--- config.mk ---
export PLATFORM = sky130hd
export DESIGN_NAME = coproc_top
export DESIGN_NICKNAME = d
export VERILOG_FILES = /design/src/coproc_pkg.sv /design/src/coproc_issue_stage.sv /design/src/coproc_stream_regs.sv /design/src/coproc_ctrl.sv /design/src/coproc_top.sv
export SDC_FILE = /design/constraint.sdc
export NUM_CORES = 1
export LEC_CHECK = 0
export BUFFER_PORTS_ARGS = -buffer_cell sky130_fd_sc_hd__buf_2
export CAP_MARGIN = 20
export CELL_PAD_IN_SITES_DETAIL_PLACEMENT = 0
export CELL_PAD_IN_SITES_GLOBAL_PLACEMENT = 1
export CORE_ASPECT_RATIO = 1.2
export CORE_MARGIN = 8
export CORE_UTILIZATION = 44
export CTS_CLUSTER_DIAMETER = 120
export CTS_CLUSTER_SIZE = 10
export DETAILED_ROUTE_END_ITERATION = 8
export PLACE_DENSITY = 0.78
export REMOVE_ABC_BUFFERS = 1
export SLEW_MARGIN = 0
export SYNTH_ARGS = -nofsm -noshare
export SYNTH_HDL_FRONTEND = slang
export SYNTH_HIERARCHICAL = 1
export SYNTH_SLANG_ARGS = --single-unit
export TNS_END_PERCENT = 20
--- constraint.sdc ---
create_clock -name clk_i -period 3.3 [get_ports clk_i]
set_input_delay 0.495 -clock clk_i [delete_from_list [all_inputs] [get_ports clk_i]]
set_output_delay 0.495 -clock clk_i [all_outputs]
set_load 0.02 [all_outputs]
--- src/coproc_pkg.sv ---
`default_nettype none

package coproc_pkg;

  localparam int unsigned xlen     = 32;
  localparam int unsigned id_width = 4;

  localparam logic [xlen-1:0] test_magic = 32'hdead_beef;  // test opcode result

  typedef logic [xlen-1:0]     word_t;     // data or address
  typedef logic [id_width-1:0] id_t;       // offloaded instruction id
  typedef logic [4:0]          reg_idx_t;  // integer register index
  typedef logic [2*xlen-1:0]   dword_t;    // two consecutive words

  // custom opcode space
  typedef enum logic [6:0] {
    opcode_rmld = 7'b000_1011,  // custom-0
    opcode_rmst = 7'b010_1011,  // custom-1
    opcode_test = 7'b101_1011   // custom-2
  } opcode_e;

  // bit 2 set marks a configuration instruction
  typedef enum logic [2:0] {
    rmcs   = 3'd0,  // store shadow
    rmcc   = 3'd1,  // store data register
    rmxr   = 3'd2,  // store zeros
    rmxs   = 3'd3,  // store ones
    cdsrm  = 3'd4,  // data register from rs1
    casrm  = 3'd5,  // store address from rs1
    calrm  = 3'd6,  // load address from rs2
    caslrm = 3'd7   // both addresses
  } funct3_e;

  typedef enum logic [2:0] {
    idle,
    cfg,
    wait_commit,
    mem_rd1,
    mem_rd2,
    mem_wr,
    retire
  } coproc_state_e;

  typedef struct packed {
    word_t instr;
    word_t rs1;
    word_t rs2;
    id_t   id;
  } issue_req_t;

  typedef struct packed {
    logic accept;
    logic writeback;
    logic loadstore;
  } issue_resp_t;

  typedef struct packed {
    id_t  id;
    logic kill;
  } commit_t;

  typedef struct packed {
    id_t   id;
    word_t addr;
    logic  we;
    word_t wdata;
    logic  last;
  } mem_req_t;

  typedef struct packed {
    word_t rdata;
    logic  err;  // not acted on
  } mem_result_t;

  typedef struct packed {
    id_t      id;
    reg_idx_t rd;
    word_t    data;
    logic     we;
  } result_t;

  // instruction held by the issue stage
  typedef struct packed {
    opcode_e  opcode;
    funct3_e  funct3;
    word_t    rs1;
    word_t    rs2;
    reg_idx_t rd;
    id_t      id;
  } insn_t;

endpackage

`default_nettype wire

--- src/coproc_issue_stage.sv ---
`timescale 1ns/1ps
`default_nettype none

module coproc_issue_stage (
  input  wire                          clk_i,
  input  wire                          rst_ni,
  // issue interface
  input  wire                          issue_valid,
  output logic                         issue_ready,
  input  wire coproc_pkg::issue_req_t  issue_req,
  output coproc_pkg::issue_resp_t      issue_resp,
  // commit interface
  input  wire                          commit_valid,
  input  wire coproc_pkg::commit_t     commit,
  // controller side
  input  wire                          idle,
  input  wire                          insn_done,
  output coproc_pkg::insn_t            insn,
  output logic                         insn_valid,
  output logic                         committed,
  output logic                         killed
);

  coproc_pkg::opcode_e opcode;
  logic                is_rmld;
  logic                is_rmst;
  logic                is_test;
  logic                take;
  logic                commit_hit;

  assign opcode  = coproc_pkg::opcode_e'(issue_req.instr[6:0]);
  assign is_rmld = (opcode == coproc_pkg::opcode_rmld);
  assign is_rmst = (opcode == coproc_pkg::opcode_rmst);
  assign is_test = (opcode == coproc_pkg::opcode_test);

  always_comb begin
    issue_resp.accept    = is_rmld | is_rmst | is_test;
    issue_resp.writeback = is_test;  // only the test opcode writes rd
    // config forms never touch memory
    issue_resp.loadstore = (is_rmld | is_rmst) & ~issue_req.instr[14];
  end

  // a new instruction only once the previous one has fully left
  assign issue_ready = idle & ~insn_valid;
  assign take        = issue_valid & issue_ready & issue_resp.accept;

  // commit may also target the instruction being taken this cycle
  assign commit_hit = commit_valid &&
                      ((insn_valid && (commit.id == insn.id)) ||
                       (take && (commit.id == issue_req.id)));

  always_ff @(posedge clk_i or negedge rst_ni) begin
    if (!rst_ni) begin
      insn <= '0;
    end else if (take) begin
      insn.opcode <= opcode;
      insn.funct3 <= coproc_pkg::funct3_e'(issue_req.instr[14:12]);
      insn.rs1    <= issue_req.rs1;
      insn.rs2    <= issue_req.rs2;
      insn.rd     <= issue_req.instr[11:7];
      insn.id     <= issue_req.id;
    end
  end

  always_ff @(posedge clk_i or negedge rst_ni) begin
    if (!rst_ni) begin
      insn_valid <= 1'b0;
      committed  <= 1'b0;
      killed     <= 1'b0;
    end else if (insn_done) begin
      insn_valid <= 1'b0;
      committed  <= 1'b0;
      killed     <= 1'b0;
    end else begin
      if (take) begin
        insn_valid <= 1'b1;
      end
      if (commit_hit && !commit.kill) begin
        committed <= 1'b1;  // sticky until done
      end
      if (commit_hit && commit.kill) begin
        killed <= 1'b1;
      end
    end
  end

  // the core resolves each id exactly once
  commit_kill_excl_a: assert property (@(posedge clk_i) disable iff (!rst_ni)
    !(committed && killed));

  issue_req_stable_a: assert property (@(posedge clk_i) disable iff (!rst_ni)
    issue_valid && !issue_ready |=> issue_valid && $stable(issue_req));

endmodule

`default_nettype wire

--- src/coproc_stream_regs.sv ---
`timescale 1ns/1ps
`default_nettype none

module coproc_stream_regs (
  input  wire                      clk_i,
  input  wire                      rst_ni,
  input  wire coproc_pkg::insn_t   insn,
  // strobes from the controller
  input  wire                      cfg_we,
  input  wire                      rbuf_lo_we,
  input  wire                      rbuf_hi_we,
  input  wire                      shadow_we,
  input  wire coproc_pkg::word_t   rdata,
  output coproc_pkg::word_t        ld_addr,
  output coproc_pkg::word_t        st_addr,
  output coproc_pkg::word_t        store_data
);

  coproc_pkg::word_t  data_q;    // custom data register
  coproc_pkg::word_t  shadow_q;
  coproc_pkg::dword_t rbuf_q;    // first read in the low half

  // configuration
  always_ff @(posedge clk_i or negedge rst_ni) begin
    if (!rst_ni) begin
      ld_addr <= '0;
      st_addr <= '0;
      data_q  <= '0;
    end else if (cfg_we) begin
      case (insn.funct3)
        coproc_pkg::cdsrm: begin
          data_q <= insn.rs1;
        end
        coproc_pkg::casrm: begin
          st_addr <= insn.rs1;
        end
        coproc_pkg::calrm: begin
          ld_addr <= insn.rs2;
        end
        coproc_pkg::caslrm: begin
          st_addr <= insn.rs1;
          ld_addr <= insn.rs2;
        end
        default: begin
        end
      endcase
    end
  end

  // read buffer and shadow
  always_ff @(posedge clk_i or negedge rst_ni) begin
    if (!rst_ni) begin
      rbuf_q   <= '0;
      shadow_q <= '0;
    end else begin
      if (rbuf_lo_we) begin
        rbuf_q[31:0] <= rdata;
      end
      if (rbuf_hi_we) begin
        rbuf_q[63:32] <= rdata;
      end
      if (shadow_we) begin
        shadow_q <= rbuf_q[47:16];  // word starting at byte 2
      end
    end
  end

  // store data selection
  always_comb begin
    case (insn.funct3)
      coproc_pkg::rmcs: store_data = shadow_q;
      coproc_pkg::rmcc: store_data = data_q;
      coproc_pkg::rmxr: store_data = '0;
      coproc_pkg::rmxs: store_data = '1;
      default:          store_data = '0;
    endcase
  end

endmodule

`default_nettype wire

--- src/coproc_ctrl.sv ---
`timescale 1ns/1ps
`default_nettype none

module coproc_ctrl (
  input  wire                      clk_i,
  input  wire                      rst_ni,
  // issue stage side
  input  wire coproc_pkg::insn_t   insn,
  input  wire                      insn_valid,
  input  wire                      committed,
  input  wire                      killed,
  output logic                     idle,
  output logic                     insn_done,
  // memory request and result
  output logic                     mem_valid,
  input  wire                      mem_ready,
  output coproc_pkg::mem_req_t     mem_req,
  input  wire                      mem_result_valid,
  // stream register strobes
  output logic                     cfg_we,
  output logic                     rbuf_lo_we,
  output logic                     rbuf_hi_we,
  output logic                     shadow_we,
  input  wire coproc_pkg::word_t   ld_addr,
  input  wire coproc_pkg::word_t   st_addr,
  input  wire coproc_pkg::word_t   store_data,
  // result interface
  output logic                     result_valid,
  input  wire                      result_ready,
  output coproc_pkg::result_t      result
);

  coproc_pkg::coproc_state_e state_q;
  coproc_pkg::coproc_state_e state_d;
  logic req_done_q;  // request of this state handshaken
  logic mem_fire;
  logic mem_resp;
  logic is_test;
  logic is_load;
  logic is_cfg;

  assign is_test = (insn.opcode == coproc_pkg::opcode_test);
  assign is_load = (insn.opcode == coproc_pkg::opcode_rmld);
  assign is_cfg  = insn.funct3[2];

  assign idle     = (state_q == coproc_pkg::idle);
  assign mem_valid = (state_q inside {coproc_pkg::mem_rd1, coproc_pkg::mem_rd2,
                                      coproc_pkg::mem_wr}) && !req_done_q;
  assign mem_fire = mem_valid & mem_ready;
  assign mem_resp = req_done_q & mem_result_valid;

  always_ff @(posedge clk_i or negedge rst_ni) begin
    if (!rst_ni) begin
      state_q    <= coproc_pkg::idle;
      req_done_q <= 1'b0;
    end else begin
      state_q <= state_d;
      if (state_d != state_q) begin
        req_done_q <= 1'b0;  // one request per state
      end else if (mem_fire) begin
        req_done_q <= 1'b1;
      end
    end
  end

  always_comb begin
    state_d    = state_q;
    insn_done  = 1'b0;
    cfg_we     = 1'b0;
    rbuf_lo_we = 1'b0;
    rbuf_hi_we = 1'b0;
    shadow_we  = 1'b0;
    case (state_q)
      coproc_pkg::idle: begin
        if (insn_valid) begin
          if (killed) begin
            insn_done = 1'b1;
          end else if (is_test) begin
            state_d = coproc_pkg::wait_commit;
          end else if (is_cfg) begin
            state_d = coproc_pkg::cfg;
          end else begin
            state_d = coproc_pkg::mem_rd1;
          end
        end
      end
      coproc_pkg::cfg: begin
        if (killed) begin
          insn_done = 1'b1;
          state_d   = coproc_pkg::idle;
        end else if (committed) begin
          cfg_we  = 1'b1;
          state_d = coproc_pkg::retire;
        end
      end
      // a killed read still drains its result, which is dropped
      coproc_pkg::mem_rd1: begin
        if (mem_resp) begin
          if (killed) begin
            insn_done = 1'b1;
            state_d   = coproc_pkg::idle;
          end else begin
            rbuf_lo_we = 1'b1;
            state_d    = coproc_pkg::mem_rd2;
          end
        end
      end
      coproc_pkg::mem_rd2: begin
        if (mem_resp) begin
          if (killed) begin
            insn_done = 1'b1;
            state_d   = coproc_pkg::idle;
          end else begin
            rbuf_hi_we = 1'b1;
            state_d    = coproc_pkg::wait_commit;
          end
        end
      end
      coproc_pkg::wait_commit: begin
        if (killed) begin
          insn_done = 1'b1;
          state_d   = coproc_pkg::idle;
        end else if (committed) begin
          if (is_test) begin
            state_d = coproc_pkg::retire;
          end else begin
            shadow_we = 1'b1;
            state_d   = is_load ? coproc_pkg::retire : coproc_pkg::mem_wr;
          end
        end
      end
      coproc_pkg::mem_wr: begin
        if (mem_resp) begin
          state_d = coproc_pkg::retire;  // committed, kill no longer applies
        end
      end
      coproc_pkg::retire: begin
        if (result_ready) begin
          insn_done = 1'b1;
          state_d   = coproc_pkg::idle;
        end
      end
      default: begin
        state_d = coproc_pkg::idle;
      end
    endcase
  end

  always_comb begin
    mem_req.id    = insn.id;
    mem_req.we    = (state_q == coproc_pkg::mem_wr);
    mem_req.wdata = mem_req.we ? store_data : '0;
    // final access of the instruction
    mem_req.last  = mem_req.we || ((state_q == coproc_pkg::mem_rd2) && is_load);
    case (state_q)
      coproc_pkg::mem_rd2: mem_req.addr = ld_addr + coproc_pkg::word_t'(4);
      coproc_pkg::mem_wr:  mem_req.addr = st_addr;
      default:             mem_req.addr = ld_addr;
    endcase
  end

  assign result_valid = (state_q == coproc_pkg::retire);

  always_comb begin
    result.id   = insn.id;
    result.rd   = insn.rd;
    result.data = is_test ? coproc_pkg::test_magic : '0;
    result.we   = is_test;
  end

  mem_req_hold_a: assert property (@(posedge clk_i) disable iff (!rst_ni)
    mem_valid && !mem_ready |=> mem_valid && $stable(mem_req));

  result_hold_a: assert property (@(posedge clk_i) disable iff (!rst_ni)
    result_valid && !result_ready |=> result_valid && $stable(result));

  // memory answers only a handshaken request, never a second one
  mem_result_outst_a: assert property (@(posedge clk_i) disable iff (!rst_ni)
    mem_result_valid |-> req_done_q);

endmodule

`default_nettype wire

--- src/coproc_top.sv ---
`timescale 1ns/1ps
`default_nettype none

module coproc_top (
  input  wire                            clk_i,
  input  wire                            rst_ni,
  // issue
  input  wire                            issue_valid,
  output logic                           issue_ready,
  input  wire coproc_pkg::issue_req_t    issue_req,
  output coproc_pkg::issue_resp_t        issue_resp,
  // commit
  input  wire                            commit_valid,
  input  wire coproc_pkg::commit_t       commit,
  // memory request
  output logic                           mem_valid,
  input  wire                            mem_ready,
  output coproc_pkg::mem_req_t           mem_req,
  // memory result
  input  wire                            mem_result_valid,
  input  wire coproc_pkg::mem_result_t   mem_result,
  // result
  output logic                           result_valid,
  input  wire                            result_ready,
  output coproc_pkg::result_t            result
);

  coproc_pkg::insn_t insn;
  logic              insn_valid;
  logic              committed;
  logic              killed;
  logic              idle;
  logic              insn_done;
  logic              cfg_we;
  logic              rbuf_lo_we;
  logic              rbuf_hi_we;
  logic              shadow_we;
  coproc_pkg::word_t ld_addr;
  coproc_pkg::word_t st_addr;
  coproc_pkg::word_t store_data;

  coproc_issue_stage u_issue (
    .clk_i        (clk_i),
    .rst_ni       (rst_ni),
    .issue_valid  (issue_valid),
    .issue_ready  (issue_ready),
    .issue_req    (issue_req),
    .issue_resp   (issue_resp),
    .commit_valid (commit_valid),
    .commit       (commit),
    .idle         (idle),
    .insn_done    (insn_done),
    .insn         (insn),
    .insn_valid   (insn_valid),
    .committed    (committed),
    .killed       (killed)
  );

  coproc_stream_regs u_regs (
    .clk_i      (clk_i),
    .rst_ni     (rst_ni),
    .insn       (insn),
    .cfg_we     (cfg_we),
    .rbuf_lo_we (rbuf_lo_we),
    .rbuf_hi_we (rbuf_hi_we),
    .shadow_we  (shadow_we),
    .rdata      (mem_result.rdata),
    .ld_addr    (ld_addr),
    .st_addr    (st_addr),
    .store_data (store_data)
  );

  coproc_ctrl u_ctrl (
    .clk_i            (clk_i),
    .rst_ni           (rst_ni),
    .insn             (insn),
    .insn_valid       (insn_valid),
    .committed        (committed),
    .killed           (killed),
    .idle             (idle),
    .insn_done        (insn_done),
    .mem_valid        (mem_valid),
    .mem_ready        (mem_ready),
    .mem_req          (mem_req),
    .mem_result_valid (mem_result_valid),
    .cfg_we           (cfg_we),
    .rbuf_lo_we       (rbuf_lo_we),
    .rbuf_hi_we       (rbuf_hi_we),
    .shadow_we        (shadow_we),
    .ld_addr          (ld_addr),
    .st_addr          (st_addr),
    .store_data       (store_data),
    .result_valid     (result_valid),
    .result_ready     (result_ready),
    .result           (result)
  );

endmodule

`default_nettype wire

### Word level (Yosys, flattened, before mapping)

Cells that the tools add are included.

| storage, ports and cells | value |
|---|---|
| register bits after elaboration | 266 |
| bits of input ports | 145 |
| output and inout bits | 118 |
| word-level logic and storage cells | 118 |

| cells by class | value |
|---|---|
| add/subtract/negate cells | 1 |
| equality and inequality tests | 20 |
| muxes and demuxes | 45 |
| bitwise operators | 10 |
| reduce and logical (&&, ||, !) cells | 25 |

Operators by type and width:

| kind | count |
|---|---|
| 32-bit one-hot mux with 3 select lines | 1 |
| 32-bit 2-to-1 mux | 2 |
| 32-bit one-hot mux with 2 select lines | 1 |
| 3-bit 2-to-1 mux | 13 |
| 32-bit by 3-bit adder with 32-bit output, second input constant | 1 |
| 1-bit 2-to-1 mux | 23 |
| 3-bit == test, second input constant | 7 |
| 3-bit one-hot mux with 7 select lines | 1 |
| 7-bit by 4-bit == test with 1-bit output, second input constant | 2 |
| 7-bit == test, second input constant | 2 |
| 3-bit by 2-bit == test with 1-bit output, second input constant | 3 |
| 4-bit == test | 2 |
| 2-bit nonzero test | 4 |
| 2-bit OR reduction | 4 |
| 7-bit by 6-bit == test with 1-bit output, second input constant | 1 |
| 1-bit logical AND | 7 |
| 1-bit AND | 6 |
| 3-bit by 1-bit == test with 1-bit output, second input constant | 2 |
| 3-bit zero test | 2 |
| 2-bit 2-to-1 mux | 3 |
| 2-bit AND reduction | 3 |
| 1-bit one-hot mux with 4 select lines | 1 |
| 3-bit inequality test | 1 |
| 3-bit nonzero test | 1 |
| other kinds (4) | 8 |

### Depth between registers and ports, before layout

Gate-level depths: netlist of run 1.

| depth | value |
|---|---|
| word-level depth | 10 |
| depth in mapped cells | 10 |
| depth with buffers taken out | 6 |

### Modules after synthesis

Netlist of run 1, hierarchy kept.

Modules (own cells, without submodules):

| module | instances | cells each | area each (um2) | seq. area each (um2) |
|---|---|---|---|---|
| coproc_stream_regs | 1 | 455 | 6741.5 | 4003.8 |
| coproc_issue_stage | 1 | 207 | 3344.5 | 2152.1 |
| coproc_ctrl | 1 | 360 | 2308.5 | 100.1 |

### Least setup slack after synthesis of run 1

No wires, ideal clock.

| timing | value |
|---|---|
| kind | reg2out |
| start | reg u_regs.ld_addr[2] |
| end | out mem_req[52] in the netlist's numbering |
| data arrival time | 1.942 ns |
| data required time | 2.805 ns |
| path slack | 0.863 ns |
| stages on the path, launching flop included | 8 |
| buffers on the path | 1 |
| cell sequence | dfrtp_1 > ha_1 > inv_1 > nor4_2 > buf_2 > nand4_1 > mux2i_1 > o21ai_0 |

RTL lines:

| what | line | text |
|---|---|---|
| start: declaration | coproc_stream_regs.sv:14 | `output coproc_pkg::word_t ld_addr,` |
| start signal: assignment | coproc_stream_regs.sv:38 | `ld_addr <= insn.rs2;` |
| start signal: assignment | coproc_stream_regs.sv:42 | `ld_addr <= insn.rs2;` |
| end: declaration | coproc_top.sv:18 | `output coproc_pkg::mem_req_t mem_req,` |

==> impl_table.tex, run 1 <==
\begin{tabular}{lr}
\hline
Metric & Value \\
\hline
\multicolumn{2}{l}{\textbf{Critical path}} \\
Count of cells along the worst register-to-register path & 4 \\
Max FO, Critical Path & 5 \\
Worst path slowest cell & dfrtp\_2 \\
Register-to-register path setup slack & 0.56 ns \\
Critical path startpoint category & flip-flop \\
Arrival time of the worst setup path & 2.64 ns \\
Setup crit end kind & output port \\
Worst setup path category & reg2out \\
CP Data Required Time & 2.80 ns \\
Critical path cell sequence & ha\_2 -> inv\_1 -> nor4\_4 -> buf\_4 -> clkdlybuf4s15\_2 -> nand4\_1 -> mux2i\_1 -> a21oi\_1 -> buf\_4 \\
Cell seen most often among critical-path stages & buf\_4 \\
Crit-path max cell delay & 0.42 ns \\
Origin of the critical flop-to-flop path & u\_ctrl/state\_q[1] \\
Terminus of the critical flop-to-flop path & u\_regs/st\_addr[3] \\
\multicolumn{2}{l}{\textbf{Drt}} \\
Average via count per standard cell & 5.32 \\
TritonRoute pass-1 iters & 5 \\
Post-detailed-route wirelength per cell & 19.5 um \\
Total number of vias & 8,437 \\
Drc violations & 0 \\
Final WL & 30,900 um \\
Initial detailed-routing violation count & 404 \\
Number of nets still failing antenna checks after routing & 0 \\
\multicolumn{2}{l}{\textbf{Clock network}} \\
Clk slew on worst S/H paths & 0.06 ns \\
Total CTS buffers & 28 \\
H-tree lvl count & 1 \\
Worst-skew pair later-pin latency & 0.54 ns \\
TritonCTS clock tree & yes \\
Buffer type at the clock tree root & clkbuf\_16 \\
CTS sink count & 250 \\
Bufs on Longest Clock Path & 3 \\
\multicolumn{2}{l}{\textbf{Power}} \\
Total power divided by cell area & 547 mW/mm\^{}2 \\
Part of the total power dissipated in sequential elements & 48.4\% \\
Comb power frac & 17.6\% \\
Share of total power consumed by net switching & 29.4\% \\
Leak & 7.53 nW \\
Internal power summed over all cells & 0.00557 W \\
VDD IR max & 0.000415 V \\
Proportion of power drawn by the clock network & 33.9\% \\
Sw Pwr & 0.00232 W \\
Overall power of the completed layout & 0.00788 W \\
\multicolumn{2}{l}{\textbf{STA}} \\
Final critical delay including setup and external delays & 3.13 ns \\
Final count of hold timing violations & 15 \\
Transition at the pin with the smallest max-transition slack & 0.911 ns \\
Fmax achieved & 0.319 GHz \\
RSZ-0062 raised after global routing & yes \\
Headroom to the max-slew limit & 39.2\% \\
Setup Skew & 0.00837 ns \\
Fin Hold WS & -0.0232 ns \\
Final number of setup-violating endpoints & 0 \\
Share of the cycle needed by the critical path after routing & 94.9\% \\
Max Transition Viols Final & 0 \\
\multicolumn{2}{l}{\textbf{Logic synthesis}} \\
Primary flip-flop cell chosen by synthesis mapping & dfrtp\_1 \\
Synthesis Warnings & 6 \\
Cell variety after synth & 69 \\
Gate Count Post-Synth & 1,022 \\
\#FFs+latches synth & 250 \\
EDFF count, synth & 0 \\
Seq/Total Area, Yosys & 50.5\% \\
Share of async-settable or async-resettable flops after synthesis & 100\% \\
Cell Area, Synth & 0.0124 mm\^{}2 \\
Synthesized area per cell & 12.1 um\^{}2 \\
\multicolumn{2}{l}{\textbf{GRT}} \\
Number of global-route vias before repair & 8,638 \\
Global-route wire length before repair & 48,200 um \\
Pin count of the biggest net entering global routing & 94 \\
Tot GR Track Use & 17.9\% \\
Final global-route overflow total & 0 \\
Number of antenna violations at the first check in global routing & 3 \\
\multicolumn{2}{l}{\textbf{Outcome}} \\
Violated checks & hold timing \\
Status & finished, violations left \\
\multicolumn{2}{l}{\textbf{Floorplanning}} \\
Die footprint & 0.0338 mm\^{}2 \\
Total number of placement rows & 67 \\
Width of the chip & 169 um \\
Number of top-level pins & 263 \\
Vertical die dimension & 200 um \\
Core Region & 0.0278 mm\^{}2 \\
Starting Density & 44.5\% \\
\multicolumn{2}{l}{\textbf{Place}} \\
Number of placed instances with taps included & 1,546 \\
Post-DP HPWL & 21,900 um \\
IO buf count & 236 \\
Placed Area & 0.0136 mm\^{}2 \\
Global placer's final weighted congestion & 0.807 \\
\multicolumn{2}{l}{\textbf{Layout}} \\
Sequential cell area in the final layout & 0.00626 mm\^{}2 \\
Count of nets after finishing & 1,349 \\
Number of non-filler instances in the completed layout & 1,586 \\
Core Util, Final & 51.8\% \\
Area of the multi-input gates & 0.00542 mm\^{}2 \\
Area Overhead vs Synth & 16.4\% \\
Post-Layout Inst Area & 0.0144 mm\^{}2 \\
Fillers & 2,534 \\
Fraction of layout instances using a drive strength above 1 & 31.8\% \\
\multicolumn{2}{l}{\textbf{Flow run}} \\
Max-Cap Viols & 0 \\
\multicolumn{2}{l}{\textbf{Hold path}} \\
Classification of the worst-slack hold path & in2async \\
\hline
\end{tabular}
==> worst max-delay path, delay by kind of cell, from the launching register on <==
kind            cells  cell delay [ns]
buf+inv             4             0.69
simple gates        2             0.41
mux                 1             0.14
flops               1             0.42
fa+ha+maj           1             0.22
compound gates      1             0.22
==> metrics by stage <==
stage	hold WS (ns)	TNS (ns)	setup slack [ns]
after floorplan	0.199	-324.64	-2.96
after global placement	0.443	0	0.564
after detailed placement	0.445	0	0.527
after CTS	0.00268	0	0.0724
after global routing	0.0221	-0.000125	-0.000125
final	-0.0232	0	0.169
==> cells by family (layout without fill, tap and decap cells) <==
| logic type | after synthesis | after routing | share of synthesized area (%) |
|---|---|---|---|
| muxes | 256 | 256 | 24.0 |
| DFF | 250 | 250 | 50.5 |
| and+or+nand+nor | 213 | 213 | 10.8 |
| AOI/OAI and AO/OA | 161 | 161 | 7.66 |
| buffers and inverters | 132 | 308 | 6.34 |
| xor gates and xnor gates | 8 | 8 | 0.565 |
| adders and majority gates | 1 | 1 | 0.101 |
| other | 1 | 10 | 0.0303 |
==> cell type report <==
cell class                      instances  area share, %
Clock buffer                           32           5.11
Inverter                               11          0.286
Multi-Input combinational cell        647           37.5
Sequential cell                       250           43.4
Antenna cell                            2         0.0347
Tap cell                              379           3.29
Timing Repair Buffer                  265           10.3
==> worst max path at each step <==
stage / from / end / cells past startpoint
after floorplan: u_issue/insn[81] / u_regs/shadow_q[0] / 5
after detailed placement: u_ctrl/state_q[1] / u_regs/ld_addr[5] / 4
after CTS: u_regs/ld_addr[2] / mem_req[60] / 8
final: u_regs/ld_addr[2] / mem_req[48] / 9
after global routing: u_regs/ld_addr[11] / mem_req[65] / 6
after global placement: u_ctrl/state_q[1] / u_regs/ld_addr[4] / 4
==> metal layers <==
metal	share of wire [%]	wire (um)	vias to the layer above	global-route usage [%]
li1	-	-	4017	-
met1	43	13400	4147	23.0
met2	48	14800	213	29.2
met3	6.1	1870	56	4.31
met4	2.6	810	4	6.30
met5	0.084	26	-	0
==> synthesized netlist by cell type (4+ instances only) <==
cell / count / share of area (%)
and4_1: 5 / 0.35
or3b_1: 32 / 2.3
nor2_1: 17 / 0.51
and3_1: 41 / 2.1
and2_1: 4 / 0.20
nand3_1: 11 / 0.44
or2_2: 5 / 0.25
mux2_2: 35 / 3.2
o21ai_0: 28 / 1.1
mux2_4: 30 / 3.6
inv_1: 10 / 0.30
clkbuf_1: 33 / 1.0
buf_6: 9 / 0.82
xor2_1: 7 / 0.49
nand2_1: 38 / 1.2
nand4_1: 10 / 0.50
buf_2: 24 / 0.97
nor2b_1: 6 / 0.30
mux2_1: 175 / 16
a31oi_1: 4 / 0.20
or3_1: 4 / 0.20
buf_4: 51 / 3.1
o22ai_1: 18 / 0.91
mux2i_1: 16 / 1.3
dfrtp_1: 250 / 50
o21ai_1: 22 / 0.89
a21oi_1: 58 / 2.3
nor3_1: 15 / 0.61
==> power groups by stage <==
stage | clock network, W | registers, W | logic, W
6_report | 0.00268 | 0.00382 | 0.00139
3_5_place_dp | 0 | 0.00388 | 0.00140
5_1_grt | 0.00289 | 0.00389 | 0.00153
4_1_cts | 0.00276 | 0.00383 | 0.00140
2_1_floorplan | 0 | 0.00385 | 0.000724
3_3_place_gp | 0 | 0.00386 | 0.00137
==> sequential cells by signal, indices dropped and copies added (netlist names), 3 cells and up <==
signal and count:
u_issue/insn 83, u_regs/shadow_q 32, u_ctrl/state_q 3, u_regs/ld_addr 32, u_regs/st_addr 32, u_regs/data_q 32
u_regs/rbuf_q 32
==> cell usage in the layout (no fill, tap or decap), types with 3 or more instances in the layout <==
cell type,n
and4_1,4
nand2b_1,3
xor2_1,7
buf_4,23
nand2_1,37
nor3_1,15
o21ai_0,28
or3b_1,32
nor2b_1,5
clkbuf_1,3
nand4_1,10
a22oi_1,3
mux2i_1,16
and3_1,41
nor4_4,3
o22ai_1,18
nand3_1,11
mux2_2,35
or3_1,4
buf_12,6
nand3_2,3
a31oi_1,4
buf_2,234
dfrtp_1,246
o21ai_1,22
mux2_4,30
dfrtp_2,4
nor2_1,16
nor4_1,3
and2_1,4
conb_1,8
inv_1,10
mux2_1,175
a221o_1,3
or2_2,5
clkbuf_16,29
a21oi_1,58
==> what timing repair did <==
| action | in CTS | in global routing |
|---|---|---|
| hold endpoints to repair | 0 | 0 |
| setup buffers | 0 | 5 |
| hold buffers | 0 | 0 |
| setup endpoints to repair | 0 | 4 |
| gates resized for setup | 0 | 6 |
No activity file was read; power rests on OpenSTA's default activity.
==> run 2: changes to the inputs <==
--- a/config.mk
+++ b/config.mk
@@ -15,7 +15,7 @@
 export CTS_CLUSTER_DIAMETER = 120
 export CTS_CLUSTER_SIZE = 10
 export DETAILED_ROUTE_END_ITERATION = 8
-export PLACE_DENSITY = 0.78
+export PLACE_DENSITY_LB_ADDON = 0.1
 export REMOVE_ABC_BUFFERS = 1
 export SLEW_MARGIN = 0
 export SYNTH_ARGS = -nofsm -noshare
==> run 2 against run 1 <==
Against the previous run:
- the run still ends with hold timing left
- clock power barely moved
- clock skew fell by 0.0011 ns
- sequential share of layout area rose by 0.13 points
- combinational power barely moved
- hold slack improved by 0.010 ns
- highest routed layer unchanged
==> impl_table.tex, run 2 (same netlist as run 1, synthesis figures left out) <==
\begin{tabular}{lr}
\hline
Metric & Value \\
\hline
\multicolumn{2}{l}{\textbf{Clock network}} \\
Number of hold-repair buffers added at the cts stage & 0 (unchanged) \\
Clk slew on worst S/H paths & 0.06 ns (about the same) \\
Worst-skew pair later-pin latency & 0.53 ns (about the same) \\
Total CTS buffers & 28 (unchanged) \\
H-tree lvl count & 1 (unchanged) \\
TritonCTS clock tree & yes \\
CTS sink count & 250 (unchanged) \\
Buffer type at the clock tree root & clkbuf\_16 \\
Bufs on Longest Clock Path & 3 (unchanged) \\
\multicolumn{2}{l}{\textbf{Power}} \\
Total power divided by cell area & 548 mW/mm\^{}2 (+0.22\%) \\
Comb power frac & 17.5\% (about the same) \\
Leak & 7.50 nW (-0.45\%) \\
Share of total power consumed by net switching & 29.3\% (-0.12 points) \\
Overall power of the completed layout & 0.00788 W (about the same) \\
Proportion of power drawn by the clock network & 33.8\% (about the same) \\
Internal power summed over all cells & 0.00557 W (about the same) \\
Part of the total power dissipated in sequential elements & 48.7\% (+0.3 points) \\
VDD IR max & 0.000439 V (+5.6\%) \\
Sw Pwr & 0.00231 W (-0.49\%) \\
\multicolumn{2}{l}{\textbf{STA}} \\
Fin Hold WS & -0.0128 ns (+0.0104 ns) \\
Max Transition Viols Final & 0 (unchanged) \\
Share of the cycle needed by the critical path after routing & 95.6\% (+0.73 points) \\
Final number of setup-violating endpoints & 0 (unchanged) \\
Headroom to the max-slew limit & 34.3\% (-4.9 points) \\
Setup Skew & 0.00730 ns (-0.00107 ns) \\
Fmax achieved & 0.317 GHz (-0.76\%) \\
RSZ-0062 raised after global routing & no \\
Final critical delay including setup and external delays & 3.16 ns (+0.0240 ns) \\
Final count of hold timing violations & 16 (+1) \\
Transition at the pin with the smallest max-transition slack & 0.984 ns (+0.0729 ns) \\
\multicolumn{2}{l}{\textbf{Layout}} \\
Reg with most FFs & u\_issue/insn \\
Fraction of layout instances using a drive strength above 1 & 31.4\% (-0.37 points) \\
Core Util, Final & 51.7\% (-0.16 points) \\
Diodes inserted & 0 (-2) \\
Flip-flop count of the largest register, all copies and words added & 83 (unchanged) \\
Count of nets after finishing & 1,345 (-0.30\%) \\
Number of non-filler instances in the completed layout & 1,579 (-0.44\%) \\
Most used cells in the layout excluding fill and tap cells & dfrtp\_1, buf\_2, mux2\_1 \\
Area Overhead vs Synth & 16.0\% \\
Most common cell after layout, fill and taps aside & dfrtp\_1 \\
\multicolumn{2}{l}{\textbf{Place}} \\
Number of placed instances with taps included & 1,545 (-0.065\%) \\
IO buf count & 236 (unchanged) \\
Post-DP HPWL & 21,600 um (-1.2\%) \\
Global placer's final weighted congestion & 0.813 (+0.71\%) \\
\multicolumn{2}{l}{\textbf{Drt}} \\
Number of nets still failing antenna checks after routing & 0 (unchanged) \\
Average via count per standard cell & 5.31 (-0.14\%) \\
Total number of vias & 8,388 (-0.58\%) \\
Uppermost routed layer & met5 \\
Total met3 wirelength after detailed routing & 1970 um (+5.2\%) \\
Post-detailed-route wirelength per cell & 19.5 um (about the same) \\
TritonRoute pass-1 iters & 4 (-1) \\
Wire length the detailed router placed on met1 & 14,300 um (+7.0\%) \\
DR WL met2 & 13,900 um (-6.1\%) \\
Initial detailed-routing violation count & 429 (+6.2\%) \\
Final WL & 30,800 um (-0.44\%) \\
Drc violations & 0 (unchanged) \\
\multicolumn{2}{l}{\textbf{GRT}} \\
Pin count of the biggest net entering global routing & 89 (-5.3\%) \\
Number of antenna violations at the first check in global routing & 4 (+1) \\
Final global-route overflow total & 0 (unchanged) \\
Tot GR Track Use & 18.0\% (+0.12 points) \\
Global-route wire length before repair & 49,000 um (+1.6\%) \\
Number of global-route vias before repair & 8,677 (+0.45\%) \\
\multicolumn{2}{l}{\textbf{Floorplanning}} \\
Width of the chip & 169 um (unchanged) \\
Starting Density & 44.5\% (unchanged) \\
Core Region & 0.0278 mm\^{}2 (unchanged) \\
Total number of placement rows & 67 (unchanged) \\
Die footprint & 0.0338 mm\^{}2 (unchanged) \\
Vertical die dimension & 200 um (unchanged) \\
Number of top-level pins & 263 (unchanged) \\
\multicolumn{2}{l}{\textbf{Outcome}} \\
Violated checks & hold timing \\
Status & finished, violations left \\
\multicolumn{2}{l}{\textbf{Critical path}} \\
Register-to-register path setup slack & 0.46 ns (-0.10 ns) \\
CP Data Required Time & 2.80 ns (about the same) \\
Critical path startpoint category & flip-flop \\
Timing startpoint of the critical path & u\_regs/ld\_addr[5] \\
Worst setup path category & reg2out \\
Terminus of the critical flop-to-flop path & u\_regs/ld\_addr[6] \\
Origin of the critical flop-to-flop path & u\_ctrl/state\_q[1] \\
Arrival time of the worst setup path & 2.66 ns (+0.02 ns) \\
Setup crit end kind & output port \\
Count of cells along the worst register-to-register path & 4 (unchanged) \\
Max FO, Critical Path & 7 (+2) \\
\multicolumn{2}{l}{\textbf{Flow run}} \\
Max-Cap Viols & 0 (unchanged) \\
\multicolumn{2}{l}{\textbf{Hold path}} \\
Classification of the worst-slack hold path & in2async \\
\hline
\end{tabular}
## run 2: final cells by class
cell class                      count  area, um^2
Clock buffer                       31         733
Inverter                           11        41.3
Sequential cell                   250        6260
Multi-Input combinational cell    647        5410
Tap cell                          379         474
Timing Repair Buffer              261        1470
Fill cell                        2577       13500
## run 2: critical path, cell delays in order, from the launching register on
cell      delay (ns)
dfrtp_1         0.49
nand3_4         0.17
nor4_4          0.50
and3_1          0.35
a311oi_1        0.13
nor3_1          0.27
buf_2           0.22
## run 2: repair_timing
| item | CTS | global route |
|---|---|---|
| setup buffers | 0 | 3 |
| resized for setup | 0 | 2 |
| setup endpoints to repair | 0 | 4 |
## run 2: power groups by stage
stage                     clock (W)  combinational, W  sequential [W]
after floorplan                   0          0.000724         0.00385
after global placement            0           0.00137         0.00388
after detailed placement          0           0.00139         0.00389
after CTS                   0.00277           0.00140         0.00384
after global routing        0.00287           0.00152         0.00391
final                       0.00266           0.00138         0.00384
## run 2: stage by stage
step           worst slack, ns  instance area (um^2)  TNS, ns  hold WS [ns]
2_1_floorplan            -2.96                 11700  -324.64         0.199
3_3_place_gp             0.493                 13600        0         0.444
3_5_place_dp             0.498                 13600        0         0.450
4_1_cts                 0.0890                 14400        0        0.0100
5_1_grt                0.00749                 14400        0        0.0330
6_report                 0.145                 14400        0       -0.0128
## run 2: how the worst max path moves through the flow
stage | to | slack [ns]
after floorplan | u_regs/shadow_q[0] | -2.96
after global placement | u_regs/ld_addr[5] | 0.49
after detailed placement | u_regs/ld_addr[6] | 0.50
after CTS | mem_req[60] | 0.09
after global routing | mem_req[64] | 0.007
final | mem_req[61] | 0.14
## run 2: routing by layer
metal | GRT usage [%] | up-vias
li1 | - | 3989
met1 | 25.2 | 4122
met2 | 28.0 | 223
met3 | 4.45 | 46
met4 | 3.87 | 8
met5 | 0 | -
==> run 3: changes to the inputs <==
--- a/config.mk
+++ b/config.mk
@@ -5,6 +5,7 @@
 export SDC_FILE = /design/constraint.sdc
 export NUM_CORES = 1
 export LEC_CHECK = 0
+export ABC_CLOCK_PERIOD_IN_PS = 3300
 export BUFFER_PORTS_ARGS = -buffer_cell sky130_fd_sc_hd__buf_2
 export CAP_MARGIN = 20
 export CELL_PAD_IN_SITES_DETAIL_PLACEMENT = 0
==> constraint.sdc (replaced) <==
create_clock -name clk_i -period 3.3 [get_ports clk_i]
set_input_delay 0.495 -clock clk_i [delete_from_list [all_inputs] [get_ports clk_i]]
set_output_delay 0.495 -clock clk_i [all_outputs]
set_load 0.01 [all_outputs]
==> run 3 against run 2 <==
Against the previous run:
- the flow now finishes without violations
- maximum frequency up 1.3%
- final area about the same
- hold slack better by 0.19 ns
- register-to-register slack better by 0.06 ns
- core utilization about the same
- total power down 0.73%
- largest cell class unchanged
- first-iteration DRC count up 29%
- final cell count about the same
- die area unchanged
- clock power about the same
- combinational power down 4%
==> impl_table.tex, run 3 (same netlist as run 1, synthesis figures left out) <==
\begin{tabular}{lr}
\hline
Metric & Value \\
\hline
\multicolumn{2}{l}{\textbf{Outcome}} \\
Status & finished, final reports clean \\
\multicolumn{2}{l}{\textbf{Clock network}} \\
Total CTS buffers & 28 (unchanged) \\
Worst-skew pair later-pin latency & 0.53 ns (about the same) \\
TritonCTS clock tree & yes \\
CTS sink count & 250 (unchanged) \\
H-tree lvl count & 1 (unchanged) \\
Buffer type at the clock tree root & clkbuf\_16 \\
Bufs on Longest Clock Path & 3 (unchanged) \\
Clk slew on worst S/H paths & 0.05 ns (about the same) \\
\multicolumn{2}{l}{\textbf{Critical path}} \\
Number of buffers and inverters on the critical path & 3 (+2) \\
CP Data Required Time & 2.80 ns (about the same) \\
Max FO, Critical Path & 12 (+5) \\
Worst setup path category & reg2out \\
Crit-path max cell delay & 0.42 ns (-0.08 ns) \\
Critical path startpoint category & flip-flop \\
Worst path slowest cell & dfrtp\_1 \\
Critical path cell sequence & ha\_2 -> inv\_1 -> nor4\_2 -> buf\_4 -> nand3\_1 -> o211a\_1 -> a221o\_1 -> buf\_2 \\
Setup crit end kind & output port \\
Origin of the critical flop-to-flop path & u\_ctrl/state\_q[1] \\
Arrival time of the worst setup path & 2.62 ns (-0.04 ns) \\
Kind of cell with the highest combined delay on the critical path & compound AO/OA/AOI/OAI gates \\
Timing startpoint of the critical path & u\_regs/ld\_addr[2] \\
\multicolumn{2}{l}{\textbf{STA}} \\
RSZ-0062 raised after global routing & no \\
Final critical delay including setup and external delays & 3.11 ns (-0.0409 ns) \\
Final count of hold timing violations & 0 (-16) \\
Final Worst Setup Slack & 0.186 ns (+0.0409 ns) \\
Max Transition Viols Final & 0 (unchanged) \\
Headroom to the max-slew limit & 36.3\% (+1.9 points) \\
Final number of setup-violating endpoints & 0 (unchanged) \\
Share of the cycle needed by the critical path after routing & 94.4\% (-1.2 points) \\
Fmax achieved & 0.321 GHz (+1.3\%) \\
Transition at the pin with the smallest max-transition slack & 0.956 ns (-0.0277 ns) \\
Setup Skew & 0.00911 ns (+0.00182 ns) \\
\multicolumn{2}{l}{\textbf{Drt}} \\
Average via count per standard cell & 5.33 (+0.28\%) \\
Total number of vias & 8,417 (+0.35\%) \\
Final WL & 31,000 um (+0.92\%) \\
Number of nets still failing antenna checks after routing & 0 (unchanged) \\
Post-detailed-route wirelength per cell & 19.6 um (+0.85\%) \\
TritonRoute pass-1 iters & 7 (+3) \\
Drc violations & 0 (unchanged) \\
Initial detailed-routing violation count & 553 (+29\%) \\
\multicolumn{2}{l}{\textbf{Floorplanning}} \\
Die footprint & 0.0338 mm\^{}2 (unchanged) \\
Core Region & 0.0278 mm\^{}2 (unchanged) \\
Width of the chip & 169 um (unchanged) \\
Vertical die dimension & 200 um (unchanged) \\
Total number of placement rows & 67 (unchanged) \\
Starting Density & 44.5\% (unchanged) \\
Number of top-level pins & 263 (unchanged) \\
\multicolumn{2}{l}{\textbf{Layout}} \\
Most used cells in the layout excluding fill and tap cells & dfrtp\_1, buf\_2, mux2\_1 \\
Flip-flop count of the largest register, all copies and words added & 83 (unchanged) \\
Area Overhead vs Synth & 16.0\% (about the same) \\
Fillers & 2,513 (-2.5\%) \\
Diodes inserted & 0 (unchanged) \\
Fraction of layout instances using a drive strength above 1 & 31.4\% (about the same) \\
Post-Layout Inst Area & 0.0144 mm\^{}2 (about the same) \\
Core Util, Final & 51.7\% (about the same) \\
Most common cell after layout, fill and taps aside & dfrtp\_1 \\
Count of nets after finishing & 1,346 (+0.074\%) \\
Reg with most FFs & u\_issue/insn \\
\multicolumn{2}{l}{\textbf{Hold path}} \\
Classification of the worst-slack hold path & in2reg \\
Hold path startpoint & issue\_req[7] \\
\multicolumn{2}{l}{\textbf{GRT}} \\
Number of antenna violations at the first check in global routing & 3 (-1) \\
Global-route wire length before repair & 49,600 um (+1.3\%) \\
Number of global-route vias before repair & 8,671 (-0.069\%) \\
Most congested layer reported by global routing & met2 \\
Pin count of the biggest net entering global routing & 82 (-7.9\%) \\
Met1 usage in global routing & 24.9\% (-0.26 points) \\
GRT met3 Usage & 5.10\% (+0.65 points) \\
Tot GR Track Use & 18.3\% (+0.29 points) \\
Final global-route overflow total & 0 (unchanged) \\
Global routing usage on met2 & 28.7\% (+0.78 points) \\
\multicolumn{2}{l}{\textbf{Power}} \\
Part of the total power dissipated in sequential elements & 49.1\% (+0.4 points) \\
Internal power summed over all cells & 0.00557 W (about the same) \\
Sw Pwr & 0.00225 W (-2.4\%) \\
Comb power frac & 16.9\% (-0.6 points) \\
Share of total power consumed by net switching & 28.8\% (-0.50 points) \\
VDD IR max & 0.000391 V (-11\%) \\
Proportion of power drawn by the clock network & 34.1\% (+0.3 points) \\
Total power divided by cell area & 544 mW/mm\^{}2 (-0.71\%) \\
Leak & 7.50 nW (about the same) \\
\multicolumn{2}{l}{\textbf{Place}} \\
IO buf count & 236 (unchanged) \\
Setup slack after placement & 0.519 ns (+0.0210 ns) \\
Post-DP HPWL & 22,000 um (+1.6\%) \\
Placed Area & 0.0136 mm\^{}2 (about the same) \\
Global placer's final weighted congestion & 0.809 (-0.52\%) \\
\multicolumn{2}{l}{\textbf{Flow run}} \\
Max-Cap Viols & 0 (unchanged) \\
\hline
\end{tabular}
==> run 3: path summary, 6_finish.rpt <==
path,endpoint,slack (ns),cells after the start
worst min-delay path,u_issue/insn[12],0.18,2
worst max register to register,u_regs/ld_addr[9],0.52,4
max in group asynchronous,u_regs/rbuf_q[39],1.89,3
worst min register to register,u_issue/insn[79],0.46,1
worst max-delay path,mem_req[60],0.19,8
min in group asynchronous,u_issue/insn[15],0.56,2
==> run 3: routing by layer <==
metal  wire length (um)  vias up
li1                   -     3988
met4                453        6
met5                 33        -
met1              14300     4137
met2              14100      248
met3               2210       38
==> run 3: metrics by stage <==
| stage | std cells | hold slack (ns) | TNS (ns) | power (W) |
|---|---|---|---|---|
| finish | 1580 | 0.177 | 0 | 0.00782 |
| global route | 1580 | 0.148 | 0 | 0.00826 |
| CTS | 1579 | 0.137 | 0 | 0.00795 |
| detailed placement | 1547 | 0.446 | 0 | 0.00521 |
| global placement | 1547 | 0.446 | 0 | 0.00519 |
| floorplan | 908 | 0.199 | -227.35 | 0.00451 |
==> run 3: layout make-up <==
type | instances | area, um^2 | share of cell area (%)
sequential | 250 | 6260 | 43.5
multi-input combinational | 647 | 5410 | 37.6
tap | 379 | 474 | 3.30
timing repair buffer | 262 | 1460 | 10.2
inverter | 11 | 41.3 | 0.287
clock buffer | 31 | 733 | 5.10
==> run 3: what timing repair did <==
item / 4_1_cts / 5_1_grt
endpoints found under the hold margin: 56 / 0
hold buffers: 1 / 0
setup buffers: 0 / 1
setup endpoints to repair: 0 / 2
gates resized for setup: 0 / 2
==> run 3: power groups by stage <==
stage	combinational [W]	sequential [W]	clock [W]
after floorplan	0.000694	0.00381	0
after global routing	0.00147	0.00390	0.00288
final	0.00132	0.00384	0.00266
after CTS	0.00134	0.00384	0.00277
after global placement	0.00131	0.00388	0
after detailed placement	0.00133	0.00389	0
